**config.mk**
```make
export PLATFORM = sky130hd
export DESIGN_NAME = erx_fifo_flat
export DESIGN_NICKNAME = d
export VERILOG_FILES = /design/src/erx_packet_pkg.sv /design/src/erx_if.sv /design/src/erx_fifo.sv /design/src/flat_wrapper.sv
export VERILOG_INCLUDE_DIRS = /design/src
export SDC_FILE = /design/constraint.sdc
export NUM_CORES = 2
export LEC_CHECK = 0
export BUFFER_PORTS_ARGS = -buffer_cell sky130_fd_sc_hd__buf_2
export CORE_ASPECT_RATIO = 0.6
export CORE_MARGIN = 2
export CORE_UTILIZATION = 55
export CTS_CLUSTER_SIZE = 40
export DETAILED_ROUTE_END_ITERATION = 10
export PLACE_DENSITY = 0.71
export SETUP_SLACK_MARGIN = 0.05
export SLEW_MARGIN = 25
export SYNTH_ARGS = -nofsm -noshare
export SYNTH_HDL_FRONTEND = slang
export SYNTH_SLANG_ARGS = --single-unit
```
**constraint.sdc**
```tcl
create_clock -name rx_lclk_div4 -period 5.7 [get_ports rx_lclk_div4]
set_input_delay 0.285 -clock rx_lclk_div4 [delete_from_list [all_inputs] [get_ports rx_lclk_div4]]
set_output_delay 0.285 -clock rx_lclk_div4 [all_outputs]
set_load 0.02 [all_outputs]
```
**src/erx_settings.svh**
```systemverilog
`ifndef ERX_SETTINGS_SVH
`define ERX_SETTINGS_SVH

// Queue sizing, shared by all three receive queues
`define ERX_FIFO_DEPTH     32      // Entries per queue
`define ERX_PROGFULL_LEVEL 28      // Occupancy that raises prog-full

// Transactions landing in this 1MB region are read responses
`define ERX_RR_ID          12'h810 // Compared against dstaddr[31:20]

// Translation table, one entry per dstaddr[31:28] value
`define ERX_MMU_ENTRIES    16

`endif

```
**src/erx_packet_pkg.sv**
```systemverilog
`default_nettype none

package erx_packet_pkg;

   localparam int CTRL_W   = 4;                                    // Ctrlmode width
   localparam int ADDR_W   = 32;                                   // Dst/src address width
   localparam int DATA_W   = 32;                                   // Payload width
   localparam int PACKET_W = 1 + 2 + CTRL_W + ADDR_W + DATA_W + ADDR_W; // 103 bits

   // Access size of a transaction
   typedef enum logic [1:0] {
      DM_BYTE   = 2'b00,                                           // 8 bit
      DM_HALF   = 2'b01,                                           // 16 bit
      DM_WORD   = 2'b10,                                           // 32 bit
      DM_DOUBLE = 2'b11                                            // 64 bit, two beats upstream
   } datamode_t;

   // Queue entry, MSB first
   typedef struct packed {
      logic              write;                                    // 1 = write, 0 = read request
      datamode_t         datamode;
      logic [CTRL_W-1:0] ctrlmode;
      logic [ADDR_W-1:0] dstaddr;
      logic [DATA_W-1:0] data;
      logic [ADDR_W-1:0] srcaddr;                                  // Return address for reads
   } emesh_packet_t;

endpackage

`default_nettype wire

```
**src/erx_if.sv**
```systemverilog
`timescale 1ns/1ps
`default_nettype none


// Push side of one receive queue
interface queue_wr_if;
   import erx_packet_pkg::*;

   logic          wr_en;           // Push strobe
   emesh_packet_t wr_data;
   logic          full;            // No room left
   logic          prog_full;       // Occupancy at threshold

   modport wr (
      output wr_en, wr_data,
      input  full, prog_full
   );

   modport q (
      input  wr_en, wr_data,
      output full, prog_full
   );
endinterface

`default_nettype wire

```
**src/erx_fifo.sv**
```systemverilog
`timescale 1ns/1ps
`default_nettype none
`include "erx_settings.svh"

module erx_fifo (
   input  logic                          rx_lclk_div4,
   input  logic                          reset,
   queue_wr_if.q                         wr,
   input  logic                          rd_en,    // Pop head
   output logic                          empty,
   output erx_packet_pkg::emesh_packet_t rd_data   // Head, valid when not empty
);
   import erx_packet_pkg::*;

   localparam int DEPTH = `ERX_FIFO_DEPTH;
   localparam int PTR_W = $clog2(DEPTH);
   localparam int CNT_W = $clog2(DEPTH + 1);       // Holds 0..DEPTH

   emesh_packet_t    mem [DEPTH];
   logic [PTR_W-1:0] wr_ptr;
   logic [PTR_W-1:0] rd_ptr;
   logic [CNT_W-1:0] count;                        // Occupancy
   logic             push;
   logic             pop;

   function automatic logic [PTR_W-1:0] ptr_next(input logic [PTR_W-1:0] p);
      return (p == PTR_W'(DEPTH - 1)) ? '0 : p + 1'b1; // Wrap for any depth
   endfunction

   assign push         = wr.wr_en && !wr.full;
   assign pop          = rd_en && !empty;           // Pop on empty ignored
   assign empty        = (count == '0);
   assign wr.full      = (count == CNT_W'(DEPTH));
   assign wr.prog_full = (count >= CNT_W'(`ERX_PROGFULL_LEVEL));
   assign rd_data      = mem[rd_ptr];               // Fall-through head

   always_ff @(posedge rx_lclk_div4)
   begin
      if (push)
         mem[wr_ptr] <= wr.wr_data;
   end

   always_ff @(posedge rx_lclk_div4)
   begin
      if (reset)
      begin
         wr_ptr <= '0;
         rd_ptr <= '0;
         count  <= '0;
      end
      else
      begin
         if (push)
            wr_ptr <= ptr_next(wr_ptr);
         if (pop)
            rd_ptr <= ptr_next(rd_ptr);
         case ({push, pop})
            2'b10:   count <= count + 1'b1;
            2'b01:   count <= count - 1'b1;
            default: count <= count;         // Idle or simultaneous push/pop
         endcase
      end
   end

endmodule

`default_nettype wire

```
**src/flat_wrapper.sv**
```systemverilog
// flat-port wrapper written by rule: the top's interface ports become plain ports
module erx_fifo_flat import erx_packet_pkg::*;
  (rx_lclk_div4, reset, rd_en, empty, rd_data, wr_wr_en, wr_wr_data, wr_full, wr_prog_full);
  queue_wr_if wr_i ();
  input  logic rx_lclk_div4;
  input  logic reset;
  input  logic rd_en;
  output logic empty;
  output erx_packet_pkg::emesh_packet_t rd_data;
  input wire logic [$bits(wr_i.wr_en)-1:0] wr_wr_en;
  input wire logic [$bits(wr_i.wr_data)-1:0] wr_wr_data;
  output wire logic [$bits(wr_i.full)-1:0] wr_full;
  output wire logic [$bits(wr_i.prog_full)-1:0] wr_prog_full;
  assign wr_i.wr_en = wr_wr_en;
  assign wr_i.wr_data = wr_wr_data;
  assign wr_full = wr_i.full;
  assign wr_prog_full = wr_i.prog_full;
  erx_fifo u_core (.rx_lclk_div4(rx_lclk_div4), .reset(reset), .wr(wr_i), .rd_en(rd_en), .empty(empty), .rd_data(rd_data));
endmodule
```
==> results_dict.tcl <==
set metrics [dict create \
    outcome "completed" \
    finalNonFillerCells 9681 \
    firstDrtPassIters 6 \
    synthTopCellsByArea "edfxtp_1 78%, mux4_2 7.2%, mux2i_1 5.4%, a22oi_1 3.0%, mux2_2 1.3%" \
    grt_pass1_vias 62936 \
    vdd_drop_max_mv 0.458 \
    regToRegEndpoint "u_core.mem[13][55]" \
    rr_startpoint "u_core.count[2]" \
    r2r_cells 5 \
    synthTopCellsByCount "3296 x edfxtp_1, 683 x mux2i_1, 502 x a22oi_1" \
    place_hpwl_um 156000 \
    period_share_pct 79.1 \
    die-area_um2 234000 \
    synth_edf_count 3296 \
    cts_resized 0 \
    power.density_nw_per_um2 394 \
    p_leak_nw 42.6 \
    cts_tree "done" \
    antenna_found_initial 17 \
    min_path_type "in -> reg" \
    track_usage_pct 27.1 \
    hold_viol 0 \
    ant_nets 0 \
    fin_ws_ns 1.19 \
    yosys_most_used_dff "edfxtp_1" \
    finalWirelength_um 321000 \
    synth_nets 6130 \
    clk_transition_reported_paths_ns 0.07 \
    finalNetCount 6543 \
    yosysWarnings 0 \
    avgRoutedWirePerCell_um 33.1 \
    seqPwrFrac_pct 48.9 \
    start_util_pct 55.2 \
    relSlewSlack_pct 18.1 \
    cts_num_sinks 3317 \
    holdPathEnd "u_core.count[1]" \
    startpoint_type "flop" \
    finalSetupViolCount 0 \
    synth.cell_area_um2 126000 \
    vias_per_cell 6.68 \
    post-place-ws_ns 2.08 \
    layout-drive-gt1-share_pct 20.3 \
    arrival_ns 4.22 \
    slew_viol_final 0 \
    die_w_um 623 \
    area_growth_pct 12.3 \
    combPwrFrac_pct 16.8 \
    routed-via-count 64669 \
    pwr-share-clk_pct 34.3 \
    regToRegSetupSlack_ns 2.03 \
    finalCriticalPeriod_ns 4.51 \
    place_congestion 0.770 \
    max_cap_violations 0 \
    cts_buffer_depth 4 \
    grt-ovfl-total 0 \
    synth_seq_cells 3317 \
    worst_pin_slew_ns 1.23 \
    grt_pass1_wl_um 455000 \
    h-tree-depth 5 \
    whs_ns 0.446 \
    rsz0062_at_grt "no" \
    numPlacedInstances 9055 \
    worst-path-max-fanout 85 \
    p_int_mw 41.6 \
    critical_path_class "reg -> out" \
    syn_area_per_cell_um2 21.0 \
    final.setup_skew_ns 0.0352 \
    yosysMostFrequentCell "edfxtp_1" \
    postSynthCellCount 6013 \
    hp-start "reset" \
    insertion_delay_ns 0.85 \
    holdPathStages 3 \
    postCtsSetupBuffers 0 \
    power.switching_mw 14.3 \
    cts_buffers 296 \
    fill_cells 15415 \
    core_area_um2 229000 \
    crit_path_end_kind "primary output" \
    drt_iter0_drc 9202 \
    ys_types 55 \
    io_pins 213 \
    switching_share_pct 25.6 \
    cp.required_ns 5.41 \
    die_h_um 375 \
    rows 136 \
    max_freq_mhz 222 \
    synth_top_area_cell "edfxtp_1" \
    async_flop_share_pct 0 \
    netlist.area_leader.share_pct 78.4 \
    io_buffers 212 \
    cts-root-buf "clkbuf_16" \
    drc 0 \
    grt_max_degree 136 \
    seq_area_frac_synth_pct 78.7 \
]
power groups by stage:
stage / clock (mW) / combinational [mW] / sequential, mW
after global routing: 20.2 / 9.90 / 27.4
after CTS: 19.3 / 9.45 / 27.4
after global placement: 0 / 9.26 / 27.9
after detailed placement: 0 / 9.34 / 27.9
final: 19.1 / 9.38 / 27.4
after floorplan: 0 / 6.55 / 27.8
worst max-delay path, cell delays in order (launching register included):
cell	delay [ns]
dfxtp_4	0.92
and2_4	0.82
buf_12	0.47
a22oi_1	0.15
nand3_1	0.24
nand4_1	0.30
buf_2	0.27
timing repair:
item,CTS,global route
endpoints found under the hold margin,3317,0
endpoints found under the setup margin,0,0
hold buffers,106,0
per-stage QoR:
stage	TNS, ns	instance area [µm²]	power [mW]	utilization [%]
global route	0	142000	57.5	62.0
CTS	0	142000	56.1	62.0
global placement	0	132000	37.1	57.5
detailed placement	0	132000	37.2	57.6
floorplan	-626.09	126000	34.3	-
finish	0	142000	55.9	62.0
flip-flops by register name, summed over array words and instances (netlist names), named ones only:
| signal | cells |
|---|---|
| u_core.mem | 3296 |
| u_core.count | 6 |
| u_core.rd_ptr | 5 |
| u_core.wr_ptr | 5 |
metal layers:
metal,global-route usage [%],vias to the layer above,part of all wire (%)
li1,-,26046,-
met1,40.6,34219,41
met2,41.7,3938,47
met3,5.21,460,11
met4,6.22,6,2.3
met5,0,-,0.012
worst max-delay path by stage:
stage | from | end | slack [ns] | cells after the start
4_1_cts | flop | rd_data[102] | 1.13 | 6
3_5_place_dp | flop | rd_data[102] | 2.08 | 6
2_1_floorplan | u_core.count[3] | u_core.mem[30][0] | -0.19 | 5
6_report | flop | rd_data[27] | 1.19 | 6
3_3_place_gp | flop | rd_data[80] | 2.07 | 6
5_1_grt | flop | rd_data[84] | 1.03 | 7
cell type report:
| cell class | instances | area [µm²] | area share [%] |
|---|---|---|---|
| Sequential cell | 3317 | 99400 | 70.1 |
| Multi-Input combinational cell | 2334 | 25500 | 17.9 |
| Clock buffer | 366 | 7890 | 5.56 |
| Timing Repair Buffer | 471 | 4140 | 2.92 |
| Tap cell | 3036 | 3800 | 2.68 |
| Clock inverter | 146 | 1150 | 0.814 |
| Inverter | 6 | 22.5 | 0.0159 |
| Antenna cell | 5 | 12.5 | 0.00882 |
placed cells by master, fill, tap and decap left out, drive strengths merged, types with 3 or more instances in the layout:
cell type       n
a211oi          4
nand4          78
mux4          412
a22oi         502
nand3         166
or3             5
dfxtp          21
o22ai          70
mux2          144
edfxtp       3296
a22o           44
a211o          22
bufinv         17
a31oi           4
o21ai           8
ha             10
diode           5
a21oi          11
buf           365
xor2            3
clkinv        113
or2             3
clkbuf        366
o31a            4
mux2i         683
nand3b          6
dlygate4sd3   106
o31ai          24
and2            3
nor2           72
nand2          17
nand2b          6
clkinvlp        8
nor2b          11
nor3            3
and3            4
inv            14
cells by family (layout without fill, tap and decap cells):
logic type,count (synthesis),in the layout,share of synthesized area (%)
other,0,5,0
AND/OR/NAND/NOR,385,385,1.59
multiplexers,1239,1239,14.1
AO/OA/AOI/OAI,696,696,4.11
buffers and inverters,362,989,1.43
adder cells (fa/ha/maj),10,10,0.0991
XOR/XNOR,4,4,0.0277
flip-flops,3317,3317,78.7
(Power assumes the default switching activity.)
