[src/erx_settings.svh]
`ifndef ERX_SETTINGS_SVH
`define ERX_SETTINGS_SVH

// Queue sizing, shared by all three receive queues
`define ERX_FIFO_DEPTH     32      // Entries per queue
`define ERX_PROGFULL_LEVEL 28      // Occupancy that raises prog-full

// Transactions landing in this 1MB region are read responses
`define ERX_RR_ID          12'h810 // Compared against dstaddr[31:20]

// Translation table, one entry per dstaddr[31:28] value
`define ERX_MMU_ENTRIES    16

`endif

[src/erx_packet_pkg.sv]
`default_nettype none

package erx_packet_pkg;

   localparam int CTRL_W   = 4;                                    // Ctrlmode width
   localparam int ADDR_W   = 32;                                   // Dst/src address width
   localparam int DATA_W   = 32;                                   // Payload width
   localparam int PACKET_W = 1 + 2 + CTRL_W + ADDR_W + DATA_W + ADDR_W; // 103 bits

   // Access size of a transaction
   typedef enum logic [1:0] {
      DM_BYTE   = 2'b00,                                           // 8 bit
      DM_HALF   = 2'b01,                                           // 16 bit
      DM_WORD   = 2'b10,                                           // 32 bit
      DM_DOUBLE = 2'b11                                            // 64 bit, two beats upstream
   } datamode_t;

   // Queue entry, MSB first
   typedef struct packed {
      logic              write;                                    // 1 = write, 0 = read request
      datamode_t         datamode;
      logic [CTRL_W-1:0] ctrlmode;
      logic [ADDR_W-1:0] dstaddr;
      logic [DATA_W-1:0] data;
      logic [ADDR_W-1:0] srcaddr;                                  // Return address for reads
   } emesh_packet_t;

endpackage

`default_nettype wire

[src/erx_if.sv]
`timescale 1ns/1ps
`default_nettype none

// Transaction bus between pipeline stages
interface emesh_if;
   import erx_packet_pkg::*;

   logic              access;      // One-cycle strobe
   logic              write;
   datamode_t         datamode;
   logic [CTRL_W-1:0] ctrlmode;
   logic [ADDR_W-1:0] dstaddr;
   logic [ADDR_W-1:0] srcaddr;
   logic [DATA_W-1:0] data;

   modport src (
      output access, write, datamode, ctrlmode, dstaddr, srcaddr, data
   );

   modport dst (
      input access, write, datamode, ctrlmode, dstaddr, srcaddr, data
   );
endinterface


`default_nettype wire

[src/erx_mmu.sv]
`timescale 1ns/1ps
`default_nettype none
`include "erx_settings.svh"

module erx_mmu (
   input  logic        rx_lclk_div4,
   input  logic        reset,
   input  logic        ecfg_rx_mmu_enable,  // Translate dstaddr when set
   input  logic        mi_en,               // Host table access
   input  logic        mi_we,
   input  logic [3:0]  mi_addr,             // Table entry
   input  logic [31:0] mi_din,              // Only 11:0 stored
   output logic [31:0] mi_dout,             // Readback, zero-extended
   emesh_if.dst        emesh_in,
   emesh_if.src        emesh_out
);

   logic [11:0] mmu_table [`ERX_MMU_ENTRIES]; // New dstaddr[31:20] per region
   logic [11:0] entry;                        // Lookup for current transaction

   assign entry = mmu_table[emesh_in.dstaddr[31:28]];

   // Host writes
   always_ff @(posedge rx_lclk_div4)
   begin
      if (mi_en && mi_we)
         mmu_table[mi_addr] <= mi_din[11:0];
   end

   // Host readback
   always_ff @(posedge rx_lclk_div4)
   begin
      if (reset)
         mi_dout <= 32'd0;
      else if (mi_en && !mi_we)
         mi_dout <= {20'd0, mmu_table[mi_addr]};
   end

   // Strobe stage
   always_ff @(posedge rx_lclk_div4)
   begin
      if (reset)
         emesh_out.access <= 1'b0;
      else
         emesh_out.access <= emesh_in.access;
   end

   // Payload stage, dstaddr remapped on the fly
   always_ff @(posedge rx_lclk_div4)
   begin
      emesh_out.write    <= emesh_in.write;
      emesh_out.datamode <= emesh_in.datamode;
      emesh_out.ctrlmode <= emesh_in.ctrlmode;
      emesh_out.srcaddr  <= emesh_in.srcaddr;
      emesh_out.data     <= emesh_in.data;
      if (ecfg_rx_mmu_enable)
         emesh_out.dstaddr <= {entry, emesh_in.dstaddr[19:0]}; // Keep offset in region
      else
         emesh_out.dstaddr <= emesh_in.dstaddr;
   end

endmodule

`default_nettype wire

[src/flat_wrapper.sv]
// flat-port wrapper written by rule: the top's interface ports become plain ports
module erx_mmu_flat 
  (rx_lclk_div4, reset, ecfg_rx_mmu_enable, mi_en, mi_we, mi_addr, mi_din, mi_dout, emesh_in_access, emesh_in_write, emesh_in_datamode, emesh_in_ctrlmode, emesh_in_dstaddr, emesh_in_srcaddr, emesh_in_data, emesh_out_access, emesh_out_write, emesh_out_datamode, emesh_out_ctrlmode, emesh_out_dstaddr, emesh_out_srcaddr, emesh_out_data);
  emesh_if emesh_in_i ();
  emesh_if emesh_out_i ();
  input  logic rx_lclk_div4;
  input  logic reset;
  input  logic ecfg_rx_mmu_enable;
  input  logic mi_en;
  input  logic mi_we;
  input  logic [3:0] mi_addr;
  input  logic [31:0] mi_din;
  output logic [31:0] mi_dout;
  input wire logic [$bits(emesh_in_i.access)-1:0] emesh_in_access;
  input wire logic [$bits(emesh_in_i.write)-1:0] emesh_in_write;
  input wire logic [$bits(emesh_in_i.datamode)-1:0] emesh_in_datamode;
  input wire logic [$bits(emesh_in_i.ctrlmode)-1:0] emesh_in_ctrlmode;
  input wire logic [$bits(emesh_in_i.dstaddr)-1:0] emesh_in_dstaddr;
  input wire logic [$bits(emesh_in_i.srcaddr)-1:0] emesh_in_srcaddr;
  input wire logic [$bits(emesh_in_i.data)-1:0] emesh_in_data;
  output wire logic [$bits(emesh_out_i.access)-1:0] emesh_out_access;
  output wire logic [$bits(emesh_out_i.write)-1:0] emesh_out_write;
  output wire logic [$bits(emesh_out_i.datamode)-1:0] emesh_out_datamode;
  output wire logic [$bits(emesh_out_i.ctrlmode)-1:0] emesh_out_ctrlmode;
  output wire logic [$bits(emesh_out_i.dstaddr)-1:0] emesh_out_dstaddr;
  output wire logic [$bits(emesh_out_i.srcaddr)-1:0] emesh_out_srcaddr;
  output wire logic [$bits(emesh_out_i.data)-1:0] emesh_out_data;
  assign emesh_in_i.access = emesh_in_access;
  assign emesh_in_i.write = emesh_in_write;
  assign emesh_in_i.datamode = emesh_in_datamode;
  assign emesh_in_i.ctrlmode = emesh_in_ctrlmode;
  assign emesh_in_i.dstaddr = emesh_in_dstaddr;
  assign emesh_in_i.srcaddr = emesh_in_srcaddr;
  assign emesh_in_i.data = emesh_in_data;
  assign emesh_out_access = emesh_out_i.access;
  assign emesh_out_write = emesh_out_i.write;
  assign emesh_out_datamode = emesh_out_i.datamode;
  assign emesh_out_ctrlmode = emesh_out_i.ctrlmode;
  assign emesh_out_dstaddr = emesh_out_i.dstaddr;
  assign emesh_out_srcaddr = emesh_out_i.srcaddr;
  assign emesh_out_data = emesh_out_i.data;
  erx_mmu u_core (.rx_lclk_div4(rx_lclk_div4), .reset(reset), .ecfg_rx_mmu_enable(ecfg_rx_mmu_enable), .mi_en(mi_en), .mi_we(mi_we), .mi_addr(mi_addr), .mi_din(mi_din), .mi_dout(mi_dout), .emesh_in(emesh_in_i), .emesh_out(emesh_out_i));
endmodule
[config.mk]
export PLATFORM = sky130hd
export DESIGN_NAME = erx_mmu_flat
export DESIGN_NICKNAME = d
export VERILOG_FILES = /design/src/erx_packet_pkg.sv /design/src/erx_if.sv /design/src/erx_mmu.sv /design/src/flat_wrapper.sv
export VERILOG_INCLUDE_DIRS = /design/src
export SDC_FILE = /design/constraint.sdc
export NUM_CORES = 1
export LEC_CHECK = 0
export BUFFER_PORTS_ARGS = -buffer_cell sky130_fd_sc_hd__buf_2
export CAP_MARGIN = 20
export CORE_AREA = 2 2 178 145
export DETAILED_ROUTE_END_ITERATION = 8
export DIE_AREA = 0 0 180 147
export PLACE_DENSITY_LB_ADDON = 0.1
export SYNTH_ARGS = -nofsm -noshare
export SYNTH_HDL_FRONTEND = slang
export SYNTH_SLANG_ARGS = --single-unit
export TNS_END_PERCENT = 30
[constraint.sdc]
create_clock -name rx_lclk_div4 -period 2.2 [get_ports rx_lclk_div4]
set_input_delay 0.22 -clock rx_lclk_div4 [delete_from_list [all_inputs] [get_ports rx_lclk_div4]]
set_output_delay 0.22 -clock rx_lclk_div4 [all_outputs]
set_load 0.05 [all_outputs]
==> summary.txt, run 1 <==
Clock network
  – H-Tree Depth: 1
  – TritonCTS clock tree: yes
  – Clock-pin slew on the worst setup and hold paths: 60 ps
  – Clock Tree Root: clkbuf_16
  – CTS sink count: 308
  – Insertion delay to the later sink of the worst-skew pair: 550 ps
  – Clock Path Buffers: 3
  – Post-CTS Setup Inserts: 0
  – TritonCTS Buffers: 30

Worst hold path
  – Hold EP: u_core.mmu_table[2][3]
  – Hold path cells: 1
  – Class of the worst hold path: input pin to flop
  – Hold Crit Start: mi_din[3]

Yosys
  – Dominant cell type by area after synthesis: edfxtp_1
  – Yosys Warn Count: 0
  – Area of the mapped netlist: 0.0117 mm^2
  – Largest cells by area after synthesis: edfxtp_1, dfxtp_1, mux4_2
  – Post-synth ARST share: 0
  – Synth Register Bits: 308
  – Multiplexer share of the synthesized area: 0.191
  – Synth top area share: 0.493
  – Synth Area in Compound Gates: 0.0482
  – Seq/Total Area, Yosys: 0.691
  – Largest family of logic cells by synthesized area: multiplexers
  – Syn Area/Cell: 17.3 um^2
  – Ys flop type: edfxtp_1
  – Simple-gate area share of the yosys netlist: 0.0347
  – Post-Synth XOR/XNOR Area: 0
  – Synth cell types: 37
  – Cells after synthesis: 675
  – Number of enable flip-flop cells after synthesis: 192
  – Adder-cell share of the synthesized area: 0

Critical path
  – Worst EP arrival: 2160 ps
  – R2r setup slk: 460 ps
  – Critical path type: flop to flop
  – CP required: 2620 ps
  – Buffers & Inverters on Critical Path: 0
  – CP cell instances: mux4_2, nor2b_1, a2111oi_0, nor4_1
  – Worst r2r dst: u_core.mi_dout[6]
  – Slowest CP cell: mux4_2
  – WP depth: 4
  – R2R Path Start: u_core.mmu_table[10][6]
  – Largest stage delay, worst path: 490 ps
  – Startpoint Class: flop
  – Reg2Reg Depth: 4
  – CP Max Fanout: 2
  – Endpoint type of the worst setup path: flop
  – Critical path's top delay family: multiplexers

Die
  – Rows: 52
  – Die Wd: 180 um
  – Core area: 0.0248 mm^2
  – Initial Util: 0.472
  – Height of the die: 147 um
  – Ports: 281
  – DIE AREA: 0.0265 mm^2

Detailed routing
  – Total Wirelength: 32000 um
  – # DRC: 0
  – Detail Route Antenna Nets: 0
  – Iter 0 DRT Violations: 775
  – Vias per inst: 5.53
  – DR WL/cell: 22.8 um
  – DR pass1 iterations: 5
  – DR vias: 7790

Final layout
  – Seq. cell area: 0.00809 mm^2
  – Number of diodes: 0
  – Share of layout cells above drive strength 1: 0.386
  – Filler cells: 1871
  – Area Growth Syn to Fin: 32.0%
  – Final instance area: 0.0154 mm^2
  – Post-layout net count: 1205
  – Multi-input logic area: 0.00328 mm^2
  – Most frequent cells in the layout: buf_2, edfxtp_1, dfxtp_1
  – Commonest non-fill, non-tap cell in the layout: buf_2

Global routing
  – Global route total overflow: 0
  – Initial antenna violation count: 0
  – First-pass GRT wire length: 47800 um
  – GRT Overall Usage: 0.241
  – Vias in the first global route: 8080
  – Largest net degree at the start of global routing: 33

Placement
  – DPL Wire Length: 20600 um
  – RD Place Congestion: 0.810
  – Port Buffers: 240
  – Post-DP Area: 0.0135 mm^2

STA
  – FMAX: 573 MHz
  – RSZ-0062 raised after global routing: no
  – Max Transition Viols Final: 0
  – Final worst path period share: 0.793
  – Setup TNS Final: 0 ps
  – Worst Skew: 15.2 ps
  – Final Hold Viols: 0
  – Final Setup Violations: 0
  – Worst-Margin Slew: 730 ps
  – Tmin final: 1740 ps
  – Slew headroom: 0.513

Power and ir drop
  – P per Cell Area: 836 mW/mm^2
  – Peak supply drop: 0.000705 V
  – Sequential cell fraction of total power: 0.492
  – Clock share of power: 0.386
  – Logic pwr share: 0.122
  – Lkg Pwr: 6.02 nW
  – Switching Share: 0.244
  – Psw: 3.15 mW
  – Internal power: 9.76 mW

Run
  – Total of max-cap violations: 0

Run status
  – Outcome: finished clean
[sequential cells by signal, summed over array words and instances, names as in the netlist]
name	flops
u_core.mmu_table	192
u_core.emesh_out.data	32
u_core.emesh_out.dstaddr	32
u_core.emesh_out.srcaddr	32
u_core.mi_dout	12
u_core.emesh_out.ctrlmode	4
u_core.emesh_out.datamode	2
u_core.emesh_out.access	1
u_core.emesh_out.write	1
[synthesized netlist by cell type, types with 10 or more instances]
cell type and instances:
buf_2 19, mux2i_1 64, o221ai_1 10, a21oi_1 17, edfxtp_1 192, a22oi_1 12
buf_4 27, dfxtp_1 116, o22ai_1 24, mux4_2 65, nor2_1 30, clkbuf_1 11
[worst max-delay path by stage]
| stage | end | startpoint | slack (ps) |
|---|---|---|---|
| floorplan | u_core.mmu_table[1][0] | mi_addr[0] | 30 |
| global placement | u_core.mmu_table[14][4] | mi_addr[1] | 300 |
| detailed placement | u_core.mmu_table[14][5] | mi_addr[1] | 270 |
| CTS | u_core.mi_dout[6] | u_core.mmu_table[10][6] | 480 |
| global route | u_core.mi_dout[3] | u_core.mmu_table[8][3] | 430 |
| finish | u_core.mi_dout[6] | u_core.mmu_table[10][6] | 460 |
[through the flow]
stage               instances  hold WS (ps)  utilization  power (mW)  setup WS (ps)
floorplan                 694           248            -        7.47           25.9
global placement         1252           322        0.543        7.88            295
detailed placement       1252           324        0.543        7.90            269
CTS                      1408          30.5        0.623        13.0            484
global route             1408          43.7        0.623        13.3            430
finish                   1408          44.0        0.623        12.9            456
[kinds of logic after synthesis]
family | count (synthesis)
AOI/OAI and AO/OA | 82
buffers and inverters | 64
DFF | 308
muxes | 139
other | 1
and+or+nand+nor | 81
[power by group through the flow]
| stage | clock [mW] | combinational, mW | sequential (mW) |
|---|---|---|---|
| floorplan | 0 | 0.546 | 6.93 |
| global placement | 0 | 1.41 | 6.47 |
| detailed placement | 0 | 1.42 | 6.48 |
| CTS | 5.08 | 1.56 | 6.35 |
| global route | 5.31 | 1.65 | 6.37 |
| finish | 4.98 | 1.57 | 6.35 |
[timing repair]
action                                  in CTS  in global routing
endpoints found under the setup margin       0                  0
endpoints found under the hold margin      100                  0
gates resized for setup                      0                  0
hold buffers                               100                  0
[area by class of cell]
| type | count | area share |
|---|---|---|
| clock buffer | 44 | 0.0574 |
| clock inverter | 12 | 0.00584 |
| inverter | 1 | 0.000243 |
| multi-input combinational | 322 | 0.212 |
| sequential | 308 | 0.524 |
| tap | 324 | 0.0263 |
| timing repair buffer | 397 | 0.174 |
[metal layers]
metal,track usage,vias to the layer above,share of wire
met4,0.0667,0,0.028
li1,-,3423,-
met3,0.0508,68,0.086
met5,0,-,0
met1,0.333,3919,0.42
met2,0.391,380,0.47
Note: power is estimated with default switching activity, not from simulation.
==> inputs of run 2 (changes only) <==
- CORE_AREA: 2 2 178 145 -> 2 2 170 138
- DIE_AREA: 0 0 180 147 -> 0 0 172 140
- clock period: 2.2 -> 1.8 ns (I/O delays scaled with it)
==> run 2 against run 1 <==
Sequential share of layout area shrank 0.96 points. Critical path depth did not move. Die area shrank 9.0%. Hold slack got worse by 24 ps. Register-to-register slack worse by 380 ps. Largest cell class unchanged.
==> summary.txt, run 2 (synthesis results as in run 1) <==
Worst hold path
  – Hold path cells: 1 (unchanged)
  – Class of the worst hold path: input pin to flop
  – Hold Crit Start: mi_din[8]

Final layout
  – Area Growth Syn to Fin: 34.4%
  – Final instance area: 0.0157 mm^2 (+1.9%)
  – Max FFs per register: 192 (unchanged)
  – Seq. cell area: 0.00809 mm^2 (unchanged)
  – Post-layout net count: 1225 (+1.7%)
  – Most frequent cells in the layout: buf_2, edfxtp_1, dfxtp_1
  – Most flops, register: u_core.mmu_table
  – Number of diodes: 0 (unchanged)
  – Filler cells: 1493 (-20%)
  – Multi-input logic area: 0.00332 mm^2 (+1.2%)
  – Share of layout cells above drive strength 1: 0.396 (+0.0102)
  – Commonest non-fill, non-tap cell in the layout: buf_2

Run status
  – Outcome: finished clean

Die
  – Ports: 281 (unchanged)
  – Initial Util: 0.524 (+0.0523)
  – Core area: 0.0223 mm^2 (-10%)
  – Height of the die: 140 um (-4.8%)
  – DIE AREA: 0.0241 mm^2 (-9.0%)
  – Rows: 49 (-5.8%)
  – Die Wd: 172 um (-4.4%)

Clock network
  – Post-CTS Setup Inserts: 0 (unchanged)
  – H-Tree Depth: 1 (unchanged)
  – TritonCTS Buffers: 30 (unchanged)
  – Clock-pin slew on the worst setup and hold paths: 60 ps (about the same)
  – Insertion delay to the later sink of the worst-skew pair: 550 ps (about the same)
  – Clock Path Buffers: 3 (unchanged)
  – CTS sink count: 308 (unchanged)
  – Clock Tree Root: clkbuf_16
  – TritonCTS clock tree: yes

STA
  – FMAX: 581 MHz (+1.4%)
  – Tmin final: 1720 ps (-23.7 ps)
  – Slew headroom: 0.610 (+0.0974)
  – Max Transition Viols Final: 0 (unchanged)
  – RSZ-0062 raised after global routing: no
  – Final Hold Viols: 0 (unchanged)
  – Worst Skew: 8.69 ps (-6.54 ps)
  – Final worst path period share: 0.956 (+0.163)
  – Final Setup Violations: 0 (unchanged)
  – Setup TNS Final: 0 ps (unchanged)
  – Worst-Margin Slew: 585 ps (-145 ps)
  – Setup WS post-layout: 80.0 ps (-376 ps)

Placement
  – Port Buffers: 240 (unchanged)
  – Post-DP Area: 0.0137 mm^2 (+1.5%)
  – Dpl ws: 5.86 ps (-263 ps)
  – RD Place Congestion: 0.879 (+8.4%)
  – DPL Wire Length: 21000 um (+1.7%)

Critical path
  – Critical path type: flop to flop
  – Reg2Reg Depth: 4 (unchanged)
  – Startpoint Class: flop
  – Endpoint type of the worst setup path: flop
  – CP Max Fanout: 2 (unchanged)
  – Worst EP arrival: 2130 ps (-30 ps)
  – CP required: 2210 ps (-410 ps)
  – Critical path origin: u_core.mmu_table[0][6]
  – R2R Path Start: u_core.mmu_table[0][6]

Detailed routing
  – DR pass1 iterations: 5 (unchanged)
  – Detail Route Antenna Nets: 0 (unchanged)
  – DR vias: 7982 (+2.5%)
  – Routed wl met2: 16000 um (+6.1%)
  – Metal3 WL: 3330 um (+20%)
  – Total Wirelength: 32700 um (+2.0%)
  – DR WL/cell: 23.2 um (+1.8%)
  – # DRC: 0 (unchanged)
  – Top layer in use: met4
  – Met1 wire length: 12600 um (-4.9%)
  – Iter 0 DRT Violations: 858 (+11%)
  – Vias per inst: 5.66 (+2.3%)

Power and ir drop
  – Total power: 16.0 mW (+24%)
  – Peak supply drop: 0.000814 V (+15%)
  – Lkg Pwr: 6.14 nW (+2.1%)
  – P per Cell Area: 1010 mW/mm^2 (+21%)

Global routing
  – Initial antenna violation count: 0 (unchanged)
  – GRT Overall Usage: 0.273 (+0.0319)
  – Vias in the first global route: 8154 (+0.92%)
  – Largest net degree at the start of global routing: 28 (-15%)
  – First-pass GRT wire length: 48300 um (+0.89%)
  – Global route total overflow: 0 (unchanged)

Run
  – Total of max-cap violations: 0 (unchanged)
-- run 2: cell count changes in the layout (fill, tap and decap cells not counted), sizes merged --
| cell | delta |
|---|---|
| clkbuf | -1 |
| clkinvlp | -2 |
| inv | +2 |
| dlygate4sd3 | +8 |
| buf | +12 |
| bufinv | +1 |
-- run 2: worst max-delay path: stages (launching register included) --
cell and delay (ps):
edfxtp_1 400, mux4_2 470, nor2b_1 140, a2111oi_0 470
nor4_1 110
-- run 2: stage by stage --
step	util	instances	hold slack, ps
final	0.705	1410	19.7
after global routing	0.705	1410	12.8
after CTS	0.705	1410	3.73
after detailed placement	0.612	1246	284
after global placement	0.612	1246	282
after floorplan	-	694	208
-- run 2: path summary, 6_finish.rpt --
| kind | end | slack, ps |
|---|---|---|
| hold / removal | u_core.mmu_table[6][8] | 20 |
| hold reg to reg | u_core.mi_dout[6] | 500 |
| setup reg to reg | u_core.mi_dout[6] | 80 |
| setup / recovery | u_core.mi_dout[6] | 80 |
-- run 2: area by class of cell --
type / instances / share of cell area
clock buffers: 43 / 0.0548
clock inverters: 13 / 0.00812
inverters: 1 / 0.000239
multi-input cells: 322 / 0.211
flip-flops and latches: 308 / 0.514
well taps: 306 / 0.0243
repair buffers: 417 / 0.187
-- run 2: what timing repair did --
action | 4_1_cts | 5_1_grt
setup endpoints to repair | 0 | 0
hold buffers | 108 | 0
hold endpoints to repair | 214 | 0
resized for setup | 0 | 0
-- run 2: layer usage --
metal,GRT usage,up-vias
met3,0.0571,60
li1,-,3464
met2,0.445,434
met1,0.382,4024
met4,0.0602,0
met5,0,-
-- run 2: where the power goes --
part	switching, mW	leakage [nW]	internal (mW)
clock	2.59	0.484	3.63
sequential	0.0682	2.71	7.70
combinational	1.26	2.95	0.719
total	3.91	6.14	12.0
