### src/erx_settings.svh
`ifndef ERX_SETTINGS_SVH
`define ERX_SETTINGS_SVH

// Queue sizing, shared by all three receive queues
`define ERX_FIFO_DEPTH     32      // Entries per queue
`define ERX_PROGFULL_LEVEL 28      // Occupancy that raises prog-full

// Transactions landing in this 1MB region are read responses
`define ERX_RR_ID          12'h810 // Compared against dstaddr[31:20]

// Translation table, one entry per dstaddr[31:28] value
`define ERX_MMU_ENTRIES    16

`endif

### src/erx_ctrl_pkg.sv
`default_nettype none

package erx_ctrl_pkg;

   // Pin decoder states
   typedef enum logic [1:0] {
      IDLE  = 2'd0,                // Waiting for beat A
      BEAT2 = 2'd1,                // Beat A held, expecting beat B
      GAP   = 2'd2                 // Packet done, wait for frame low
   } rx_state_t;

   // Destination queue of a transaction
   typedef enum logic [1:0] {
      Q_WR = 2'd0,                 // Plain writes
      Q_RQ = 2'd1,                 // Read requests
      Q_RR = 2'd2                  // Read responses
   } queue_sel_t;

endpackage

`default_nettype wire

### src/erx_packet_pkg.sv
`default_nettype none

package erx_packet_pkg;

   localparam int CTRL_W   = 4;                                    // Ctrlmode width
   localparam int ADDR_W   = 32;                                   // Dst/src address width
   localparam int DATA_W   = 32;                                   // Payload width
   localparam int PACKET_W = 1 + 2 + CTRL_W + ADDR_W + DATA_W + ADDR_W; // 103 bits

   // Access size of a transaction
   typedef enum logic [1:0] {
      DM_BYTE   = 2'b00,                                           // 8 bit
      DM_HALF   = 2'b01,                                           // 16 bit
      DM_WORD   = 2'b10,                                           // 32 bit
      DM_DOUBLE = 2'b11                                            // 64 bit, two beats upstream
   } datamode_t;

   // Queue entry, MSB first
   typedef struct packed {
      logic              write;                                    // 1 = write, 0 = read request
      datamode_t         datamode;
      logic [CTRL_W-1:0] ctrlmode;
      logic [ADDR_W-1:0] dstaddr;
      logic [DATA_W-1:0] data;
      logic [ADDR_W-1:0] srcaddr;                                  // Return address for reads
   } emesh_packet_t;

endpackage

`default_nettype wire

### src/erx_if.sv
`timescale 1ns/1ps
`default_nettype none

// Transaction bus between pipeline stages
interface emesh_if;
   import erx_packet_pkg::*;

   logic              access;      // One-cycle strobe
   logic              write;
   datamode_t         datamode;
   logic [CTRL_W-1:0] ctrlmode;
   logic [ADDR_W-1:0] dstaddr;
   logic [ADDR_W-1:0] srcaddr;
   logic [DATA_W-1:0] data;

   modport src (
      output access, write, datamode, ctrlmode, dstaddr, srcaddr, data
   );

   modport dst (
      input access, write, datamode, ctrlmode, dstaddr, srcaddr, data
   );
endinterface


`default_nettype wire

### src/erx_protocol.sv
`timescale 1ns/1ps
`default_nettype none

module erx_protocol (
   input  logic        rx_lclk_div4,
   input  logic        reset,
   input  logic        ecfg_rx_enable,      // Receiver on
   input  logic [7:0]  rx_frame_par,        // One frame bit per byte lane
   input  logic [63:0] rx_data_par,         // Deserialized pin data
   input  logic        emesh_rx_wr_wait,    // From distributor
   input  logic        emesh_rx_rd_wait,
   emesh_if.src        emesh,
   output logic        rx_wr_wait,          // Back to the sender
   output logic        rx_rd_wait
);
   import erx_ctrl_pkg::*;
   import erx_packet_pkg::*;

   rx_state_t state;
   logic      frame_hi;                     // All lanes framed
   logic      beat_a;                       // Header beat accepted
   logic      beat_b;                       // Tail beat accepted

   assign frame_hi = (rx_frame_par == 8'hFF);
   assign beat_a   = (state == IDLE) && frame_hi && ecfg_rx_enable;
   assign beat_b   = (state == BEAT2) && frame_hi && ecfg_rx_enable;

   always_ff @(posedge rx_lclk_div4)
   begin
      if (reset)
      begin
         state        <= IDLE;
         emesh.access <= 1'b0;
      end
      else
      begin
         emesh.access <= 1'b0;              // Strobe lasts one cycle
         case (state)
            IDLE:
               if (frame_hi)
                  state <= beat_a ? BEAT2 : GAP; // Disabled frames are skipped whole
            BEAT2:
               if (beat_b)
               begin
                  state        <= GAP;
                  emesh.access <= 1'b1;     // Packet complete
               end
               else if (frame_hi)
                  state <= GAP;             // Enable dropped mid-packet
               else
                  state <= IDLE;            // Short frame, discard
            GAP:
               if (!frame_hi)
                  state <= IDLE;            // Need a low cycle between packets
            default:
               state <= IDLE;
         endcase
      end
   end

   // Field capture, only meaningful with access
   always_ff @(posedge rx_lclk_div4)
   begin
      if (beat_a)
      begin
         emesh.write         <= rx_data_par[63];
         emesh.datamode      <= datamode_t'(rx_data_par[62:61]);
         emesh.ctrlmode      <= rx_data_par[60:57];  // Bit 56 is spare
         emesh.dstaddr       <= rx_data_par[55:24];
         emesh.data[31:8]    <= rx_data_par[23:0];
      end
      if (beat_b)
      begin
         emesh.data[7:0]     <= rx_data_par[63:56];
         emesh.srcaddr       <= rx_data_par[55:24];  // Low 3 bytes are pad
      end
   end

   // Wait levels toward the pins
   always_ff @(posedge rx_lclk_div4)
   begin
      if (reset)
      begin
         rx_wr_wait <= 1'b0;
         rx_rd_wait <= 1'b0;
      end
      else
      begin
         rx_wr_wait <= emesh_rx_wr_wait;
         rx_rd_wait <= emesh_rx_rd_wait;
      end
   end

endmodule

`default_nettype wire

### src/flat_wrapper.sv
// flat-port wrapper written by rule: the top's interface ports become plain ports
module erx_protocol_flat import erx_ctrl_pkg::*; import erx_packet_pkg::*;
  (rx_lclk_div4, reset, ecfg_rx_enable, rx_frame_par, rx_data_par, emesh_rx_wr_wait, emesh_rx_rd_wait, rx_wr_wait, rx_rd_wait, emesh_access, emesh_write, emesh_datamode, emesh_ctrlmode, emesh_dstaddr, emesh_srcaddr, emesh_data);
  emesh_if emesh_i ();
  input  logic rx_lclk_div4;
  input  logic reset;
  input  logic ecfg_rx_enable;
  input  logic [7:0] rx_frame_par;
  input  logic [63:0] rx_data_par;
  input  logic emesh_rx_wr_wait;
  input  logic emesh_rx_rd_wait;
  output logic rx_wr_wait;
  output logic rx_rd_wait;
  output wire logic [$bits(emesh_i.access)-1:0] emesh_access;
  output wire logic [$bits(emesh_i.write)-1:0] emesh_write;
  output wire logic [$bits(emesh_i.datamode)-1:0] emesh_datamode;
  output wire logic [$bits(emesh_i.ctrlmode)-1:0] emesh_ctrlmode;
  output wire logic [$bits(emesh_i.dstaddr)-1:0] emesh_dstaddr;
  output wire logic [$bits(emesh_i.srcaddr)-1:0] emesh_srcaddr;
  output wire logic [$bits(emesh_i.data)-1:0] emesh_data;
  assign emesh_access = emesh_i.access;
  assign emesh_write = emesh_i.write;
  assign emesh_datamode = emesh_i.datamode;
  assign emesh_ctrlmode = emesh_i.ctrlmode;
  assign emesh_dstaddr = emesh_i.dstaddr;
  assign emesh_srcaddr = emesh_i.srcaddr;
  assign emesh_data = emesh_i.data;
  erx_protocol u_core (.rx_lclk_div4(rx_lclk_div4), .reset(reset), .ecfg_rx_enable(ecfg_rx_enable), .rx_frame_par(rx_frame_par), .rx_data_par(rx_data_par), .emesh_rx_wr_wait(emesh_rx_wr_wait), .emesh_rx_rd_wait(emesh_rx_rd_wait), .emesh(emesh_i), .rx_wr_wait(rx_wr_wait), .rx_rd_wait(rx_rd_wait));
endmodule
### config.mk
export PLATFORM = sky130hd
export DESIGN_NAME = erx_protocol_flat
export DESIGN_NICKNAME = d
export VERILOG_FILES = /design/src/erx_settings.svh /design/src/erx_ctrl_pkg.sv /design/src/erx_packet_pkg.sv /design/src/erx_if.sv /design/src/erx_protocol.sv /design/src/flat_wrapper.sv
export SDC_FILE = /design/constraint.sdc
export NUM_CORES = 1
export LEC_CHECK = 0
export ABC_AREA = 1
export BUFFER_PORTS_ARGS = -buffer_cell sky130_fd_sc_hd__buf_2
export CAP_MARGIN = 5
export CORE_UTILIZATION = 39
export DETAILED_ROUTE_END_ITERATION = 8
export GPL_TIMING_DRIVEN = 1
export PLACE_DENSITY = 0.75
export SLEW_MARGIN = 0
export SYNTH_ARGS = -nofsm -noshare
export SYNTH_HDL_FRONTEND = slang
export SYNTH_SLANG_ARGS = --single-unit
### constraint.sdc
create_clock -name rx_lclk_div4 -period 2.23 [get_ports rx_lclk_div4]
set_clock_uncertainty 0.15 [all_clocks]
set_input_delay 0.223 -clock rx_lclk_div4 [delete_from_list [all_inputs] [get_ports rx_lclk_div4]]
set_output_delay 0.223 -clock rx_lclk_div4 [all_outputs]
set_load 0.03 [all_outputs]
==> summary.md, run 1 <==
| Metric | Value |
|---|---|
| Status | finished, final reports clean |
| Final routed wire length divided by cell count | about 14 um |
| Pin slew with the least headroom to its limit | 424.9 ps |
| Layout Area Growth over Synthesis | 59.37% |
| Max Clk Rate | 0.6024 GHz |
| Clock tree from TritonCTS | yes |
| Count of antenna-violating nets left after detailed routing | 0 |
| Commonest non-fill, non-tap cell in the layout | sky130_fd_sc_hd__buf_2 |
| Detailed-route DRC error count | 0 |
| Antenna diode count | 0 |
| Number of nets in the synthesized netlist | 210 |
| Data required time of the worst path | 2090 ps |
| Clock root cell | sky130_fd_sc_hd__clkbuf_8 |
| Tcrit/Tclk final | 0.7444 |
| Cell area after synthesis | 3304 um2 |
| Most frequent cells in the layout | 182 x sky130_fd_sc_hd__buf_2, 103 x sky130_fd_sc_hd__edfxtp_1, 69 x sky130_fd_sc_hd__dlygate4sd3_1 |
| Global-route wire length before repair | 10090 um |
| Effective utilization at floorplan | 0.4022 |
| Die boundary width | around 94 um |
| Total global-route track usage | 0.1605 |
| Cts hold-fix bufs | 69 |
| Layout Cell Area excl Fill | 5266 um2 |
| Clock latency of the later-clocked register in the worst-skew pair | between 300 and 400 ps |
| Arrival @ worst endpoint | approximately 1500 ps |
| Count of pins on the block boundary | ~180 |
| Cell class contributing the biggest share of worst-path delay | buffers and inverters |
| Ordered list of cells on the worst path | inv_1 > nand2_1 > nor2_1 > nand3_1 > clkinvlp_4 > buf_4 |
| Cell with the biggest individual delay on the critical path | sky130_fd_sc_hd__buf_4 |
| Maximum number of pins on one net before global-route repair | 33 |
| Type of the worst setup path | flop to flop |
| Floorplan die height | about 94 um |
| Final Critical Period | about 1700 ps |
| Number of buffers created by CTS | 9 |
| Final total negative setup slack | 0 ps |
| Global Route met2 Usage | 0.2901 |
| Total of warnings raised by yosys | 0 |
| Maximum level of the CTS H-tree | 3 |
| Number of DRC markers in iteration 0 | between 70 and 80 |
| Routability congestion estimate | roughly 0.71 |
| Final setup violation count | 0 |
| GR Overflow Total | 0 |
| Proportion of synthesized chip area in sequential cells | 0.9663 |
| Worst path buffer plus inverter count | 3 |
| Deepest clock path buffer count | 2 |
| Met1 capacity usage during global routing | 0.1702 |
| Total number of clock tree sinks | 108 |
| DIE AREA | approximately 9000 um2 |
| Mapped Cells | roughly 130 |
| Core Area | slightly above 8000 um2 |
| Netlist cell types | 11 |
| Startpoint types | flop |
| Relative slew slack | 0.7167 |
| Most used routing layer | met2 |
| Clock input transition at the sequential cells of the worst setup and hold paths | 90 ps |
| Buffers inserted during post-CTS setup optimization | 0 |
| Maximum Capacitance Violations | 0 |
| Placed Instance Area | ~4400 um2 |
| Routed vias/inst | approximately 4.4 |
| Setup repair after global routing missed its margin | false |
| Hold Violations, Final | 0 |
| Number of global-route vias before repair | 2142 |
| Total detailed-routing wirelength | around 7300 um |
| Fraction of final layout cells with drive strength greater than 1 | 0.5112 |
| Largest driver fanout on the critical path | 32 |
| Fin. max-slew vios | 0 |
| Worst min path class | input port to flop |
| Met3 Use GR | 0.06553 |
| Number of antenna violations at the first check in global routing | 0 |
| Flops & latches, synth | ~110 |
| Power after layout | 0.003569 W |
| Number of port buffers | 182 |
| Final HPWL from detailed placement | roughly 4700 um |
| Synthesized area per cell | 24.85 um2 |
| Pre-Repair DR Iteration Count | 4 |
| Power density over the cells | 677.6 nW/um2 |
| # resized after CTS | 0 |
| End-of-flow core utilization | 0.6409 |
| Final-stage net count | approximately 480 |
| Via count | ~2200 |
| CP Capture Type | flop |
| Number of rows created at floorplan | 33 |
| Static Leak | between 2 and 2.5 nW |
| Maximum vdd drop | slightly below 300 uV |
| Slowest Stage Delay on Critical Path | around 360 ps |
through the flow:
step                cells  hold slack, ps  worst slack, ps
floorplan             133           144.2            196.4
global placement      424           251.5            613.5
detailed placement    424           251.1            572.8
CTS                   508           34.33            568.5
global route          508           46.16            492.5
finish                508           52.25            569.9
tightest hold or removal path, delay by kind of cell:
| family | cells | cell delay [ps] |
|---|---|---|
| AND/OR/NAND/NOR | 4 | 200 |
| buffers and inverters | 1 | 90 |
report_power, final:
part	total, W	internal (W)	switching (W)	leakage [nW]
Clock	0.00116	0.000523	0.000633	0.0923
Combinational	0.000194	0.000131	0.0000630	1.08
Sequential	0.00222	0.00222	0.000000677	0.966
Total	0.00357	0.00287	0.000697	2.14
cell usage after synthesis, drive strengths merged:
| cell | n | area [um2] |
|---|---|---|
| edfxtp | 103 | 3093 |
| nor2 | 9 | 43.80 |
| inv | 6 | 22.52 |
| nand2 | 6 | 25.03 |
| dfxtp | 5 | 100.1 |
| nand3 | 2 | 10.01 |
| a21oi | 1 | 5.000 |
| o21ai | 1 | 5.000 |
registers in the layout (all words and copies together), names as in the netlist:
name / cells
u_core.emesh.data: 32
u_core.emesh.dstaddr: 32
u_core.emesh.srcaddr: 32
u_core.emesh.ctrlmode: 4
u_core.emesh.datamode: 2
u_core.state: 2
u_core.emesh.access: 1
u_core.emesh.write: 1
u_core.rx_rd_wait: 1
u_core.rx_wr_wait: 1
logic make-up (layout without fill, tap and decap cells):
group	count (synthesis)	in the layout	share of synthesized area
buffers and inverters	6	276	0.006815
AO/OA/AOI/OAI	2	2	0.003026
AND/OR/NAND/NOR	17	17	0.02386
flip-flops	108	108	0.9663
metal layers:
metal	routed length [um]	share of wire
met5	0	0
met4	86	0.012
met3	576	0.079
met2	3741	0.51
met1	2911	0.40
worst paths after layout:
path                                startpoint  slack, ps  cells after the start                         endpoint
hold / removal                 rx_frame_par[2]         50                      5     u_core.state[1]$_SDFFE_PP0P_
setup / recovery  u_core.state[1]$_SDFFE_PP0P_        570                      6  u_core.emesh.data[14]$_DFFE_PP_
hold reg to reg   u_core.state[1]$_SDFFE_PP0P_        390                      3     u_core.state[1]$_SDFFE_PP0P_
setup reg to reg  u_core.state[1]$_SDFFE_PP0P_        570                      6  u_core.emesh.data[14]$_DFFE_PP_
final cells by class:
class / count / area (um2)
Inverter: 6 / 26.28
Clock inverter: 6 / 71.32
Timing Repair Buffer: 255 / 1632
Fill cell: 601 / 2950
Multi-Input combinational cell: 19 / 88.84
Clock buffer: 9 / 123.9
Sequential cell: 108 / 3193
Tap cell: 105 / 131.4
Note: power is estimated with default switching activity, not from simulation.
==> run 2, diff against run 1 <==
CORE_UTILIZATION = 43   (was 39)
PLACE_DENSITY = 0.78   (was 0.75)
clock period = 1.61 ns   (was 2.23 ns; I/O delays follow)
==> run 2 against run 1 <==
Compared with the run above:
- the run now ends with setup timing left
- first-iteration DRC count shrank 33%
- critical endpoint is now u_core.emesh.dstaddr[6]$_DFFE_PP_
- critical path type is now input port to flop
- worst hold slack gained 20 ps
- clock-buffer cell count grew 2
- core utilization grew 11 points
- via count grew 3.1%
- sequential cell count is the same
- global-route usage grew 3.1 points
- largest power group unchanged
- total power grew 38%
- highest routed layer unchanged
- worst setup slack lost 610 ps
- final cell count grew 0.98%
- largest cell class unchanged
==> summary.md, run 2 (synthesis gave the netlist of run 1 again) <==
| Metric | Value |
|---|---|
| Number of rows created at floorplan | 31 (-6.1%) |
| Critical path endpoint | u_core.emesh.dstaddr[6]$_DFFE_PP_ |
| Maximum number of pins on one net before global-route repair | 33 (unchanged) |
| Max Clk Rate | ~0.6 GHz |
| Static Leak | 2.251 nW (+5.1%) |
| Final-stage net count | 486 (+2.1%) |
| Met3 Use GR | 0.07038 (+0.004850) |
| Clock latency of the later-clocked register in the worst-skew pair | 350 ps (about the same) |
| Number of port buffers | 182 (unchanged) |
| Setup repair after global routing missed its margin | true |
| Pre-Repair DR Iteration Count | 4 (unchanged) |
| Clock tree from TritonCTS | yes |
| Count of pins on the block boundary | 183 (unchanged) |
| Most used routing layer | met2 |
| Maximum level of the CTS H-tree | 3 (unchanged) |
| Final HPWL from detailed placement | 5021 um (+7.3%) |
| Final setup violation count | 58 (+58) |
| Worst-case reg-to-reg path depth | 7 (+1) |
| Total number of clock tree sinks | 108 (unchanged) |
| Largest regs | u_core.emesh.data (32), u_core.emesh.dstaddr (32), u_core.emesh.srcaddr (32) |
| Global-route wire length before repair | 10800 um (+7.0%) |
| Status | finished with violations |
| Worst min path class | input port to flop |
| Layout Area Growth over Synthesis | 67.17% |
| Relative slew slack | 0.8732 (+0.1565) |
| Final Critical Period | 1648 ps |
| Global Route met2 Usage | 0.3409 (+0.05076) |
| Power density over the cells | 893.2 nW/um2 (+32%) |
| Fin. max-slew vios | 0 (unchanged) |
| Final critical-path setup slack | -38.19 ps (-608.1 ps) |
| Total detailed-routing wirelength | 8448 um (+15%) |
| Via count | 2301 (+3.1%) |
| Largest driver fanout on the critical path | 8 (-75%) |
| Number of fill cells | 417 (-31%) |
| Number of antenna violations at the first check in global routing | 0 (unchanged) |
| Number of DRC markers in iteration 0 | 48 (-33%) |
| Antenna diode count | 0 (unchanged) |
| Final routed wire length divided by cell count | 16.47 um (+14%) |
| Total global-route track usage | 0.1912 (+0.03066) |
| Number of global-route vias before repair | 2307 (+7.7%) |
| Setup slack at placement | 144.6 ps (-428.2 ps) |
| Ordered list of cells on the worst path | dlygate4sd3_1 > buf_2 > nand2_1 > nor2_4 > nand3_4 > clkinvlp_4 > buf_12 > clkbuf_16 |
| End-of-flow core utilization | 0.7535 (+0.1126) |
| Setup slack of the worst register-to-register path | 20 ps (-550 ps) |
| Core Area | 7331 um2 (-11%) |
| Multi-input gate area | 113.9 um2 (+28%) |
| Data required time of the worst path | 1530 ps (-560 ps) |
| DIE AREA | 8039 um2 (-9.1%) |
| Fraction of final layout cells with drive strength greater than 1 | 0.5242 (+0.01299) |
| Startpoint types | input port |
| Met1 capacity usage during global routing | 0.2130 (+0.04281) |
| Violations in the final reports | setup timing |
| Effective utilization at floorplan | 0.4508 (+0.04860) |
| Critical path startpoint | rx_frame_par[1] |
| Register Area | 3194 um2 (about the same) |
| Most frequent cells in the layout | 182 x sky130_fd_sc_hd__buf_2, 103 x sky130_fd_sc_hd__edfxtp_1, 69 x sky130_fd_sc_hd__dlygate4sd3_1 |
| Slowest Stage Delay on Critical Path | 540 ps (+180 ps) |
| Cell with the biggest individual delay on the critical path | sky130_fd_sc_hd__dlygate4sd3_1 |
| R2r startpoint | u_core.state[1]$_SDFFE_PP0P_ |
| Maximum Capacitance Violations | 0 (unchanged) |
| CP Capture Type | flop |
| Hold Violations, Final | 0 (unchanged) |
| Clock input transition at the sequential cells of the worst setup and hold paths | 100 ps (about the same) |
| Type of the worst setup path | input port to flop |
| Detailed-route DRC error count | 0 (unchanged) |
| Clock root cell | sky130_fd_sc_hd__clkbuf_8 |
| Tcrit/Tclk final | 1.024 |
| Routability congestion estimate | 0.7606 (+7.4%) |
| Maximum vdd drop | 494.6 uV (+71%) |
| Count of antenna-violating nets left after detailed routing | 0 (unchanged) |
| Pin slew with the least headroom to its limit | 188.2 ps (-236.8 ps) |
| Commonest non-fill, non-tap cell in the layout | sky130_fd_sc_hd__buf_2 |
| Number of stages on the worst hold path | 5 (unchanged) |
| Die boundary width | 89.66 um (-4.7%) |
| Floorplan die height | 89.66 um (-4.7%) |
| Deepest clock path buffer count | 2 (unchanged) |
| Routed vias/inst | 4.485 (+2.1%) |
| Number of buffers created by CTS | 9 (unchanged) |
| Arrival @ worst endpoint | 1570 ps (+50 ps) |
| Reg2reg end | u_core.emesh.dstaddr[6]$_DFFE_PP_ |
| GR Overflow Total | 0 (unchanged) |
## run 2: cell types whose count changed in the layout (fill, tap and decap cells not counted), sizes merged
cell	previous run	this run
clkbuf	9	15
clkinvlp	3	5
buf	186	190
clkinv	1	0
dlymetal6s4s	0	2
inv	7	5
## run 2: routing by layer
metal,routed length [um],share of wire
met1,3291,0.39
met2,4369,0.52
met4,107,0.013
met3,680,0.080
met5,0,0
## run 2: cell type report
cell class                      count  share of cell area
Clock buffer                       11             0.02378
Clock inverter                      5             0.01110
Inverter                            6            0.005436
Multi-Input combinational cell     19             0.02061
Sequential cell                   108              0.5783
Tap cell                           99             0.02242
Timing Repair Buffer              265              0.3384
## run 2: worst min path at each step
stage               slack, ps            start                         endpoint
floorplan                  80            reset     u_core.rx_rd_wait$_SDFF_PP0_
global placement          190   rx_data_par[9]  u_core.emesh.data[17]$_DFFE_PP_
finish                     70  rx_frame_par[7]     u_core.state[0]$_SDFFE_PP0P_
detailed placement        190   rx_data_par[8]  u_core.emesh.data[16]$_DFFE_PP_
global route               60  rx_frame_par[7]     u_core.state[0]$_SDFFE_PP0P_
CTS                        20   ecfg_rx_enable     u_core.state[1]$_SDFFE_PP0P_
## run 2: per-stage QoR
| step | power, W | hold WS, ps | instances | cell area (um2) | setup TNS [ps] |
|---|---|---|---|---|---|
| 3_5_place_dp | 0.003274 | 192.1 | 418 | 4428 | 0 |
| 5_1_grt | 0.005089 | 59.78 | 513 | 5524 | -1623 |
| 3_3_place_gp | 0.003266 | 188.9 | 418 | 4428 | 0 |
| 4_1_cts | 0.004957 | 22.23 | 505 | 5331 | 0 |
| 2_1_floorplan | 0.003160 | 82.18 | 133 | 3313 | -29790 |
| 6_report | 0.004934 | 72.04 | 513 | 5524 | -974.7 |
## run 2: worst max-delay path, delay by kind of cell
kind | cells | cell delay, ps
buf+inv | 5 | 1060
simple gates | 3 | 350
## run 2: what timing repair did
item / 4_1_cts / 5_1_grt
hold endpoints to repair: 108 / 0
buffers inserted: 0 / 2
gates resized for setup: 0 / 7
hold buffers: 71 / 0
setup endpoints to repair: 0 / 64
## run 2: where the power goes
group          total, W  switching, W  internal [W]
Sequential      0.00307    0.00000147       0.00307
Clock           0.00158      0.000853      0.000727
Combinational  0.000281     0.0000955      0.000185
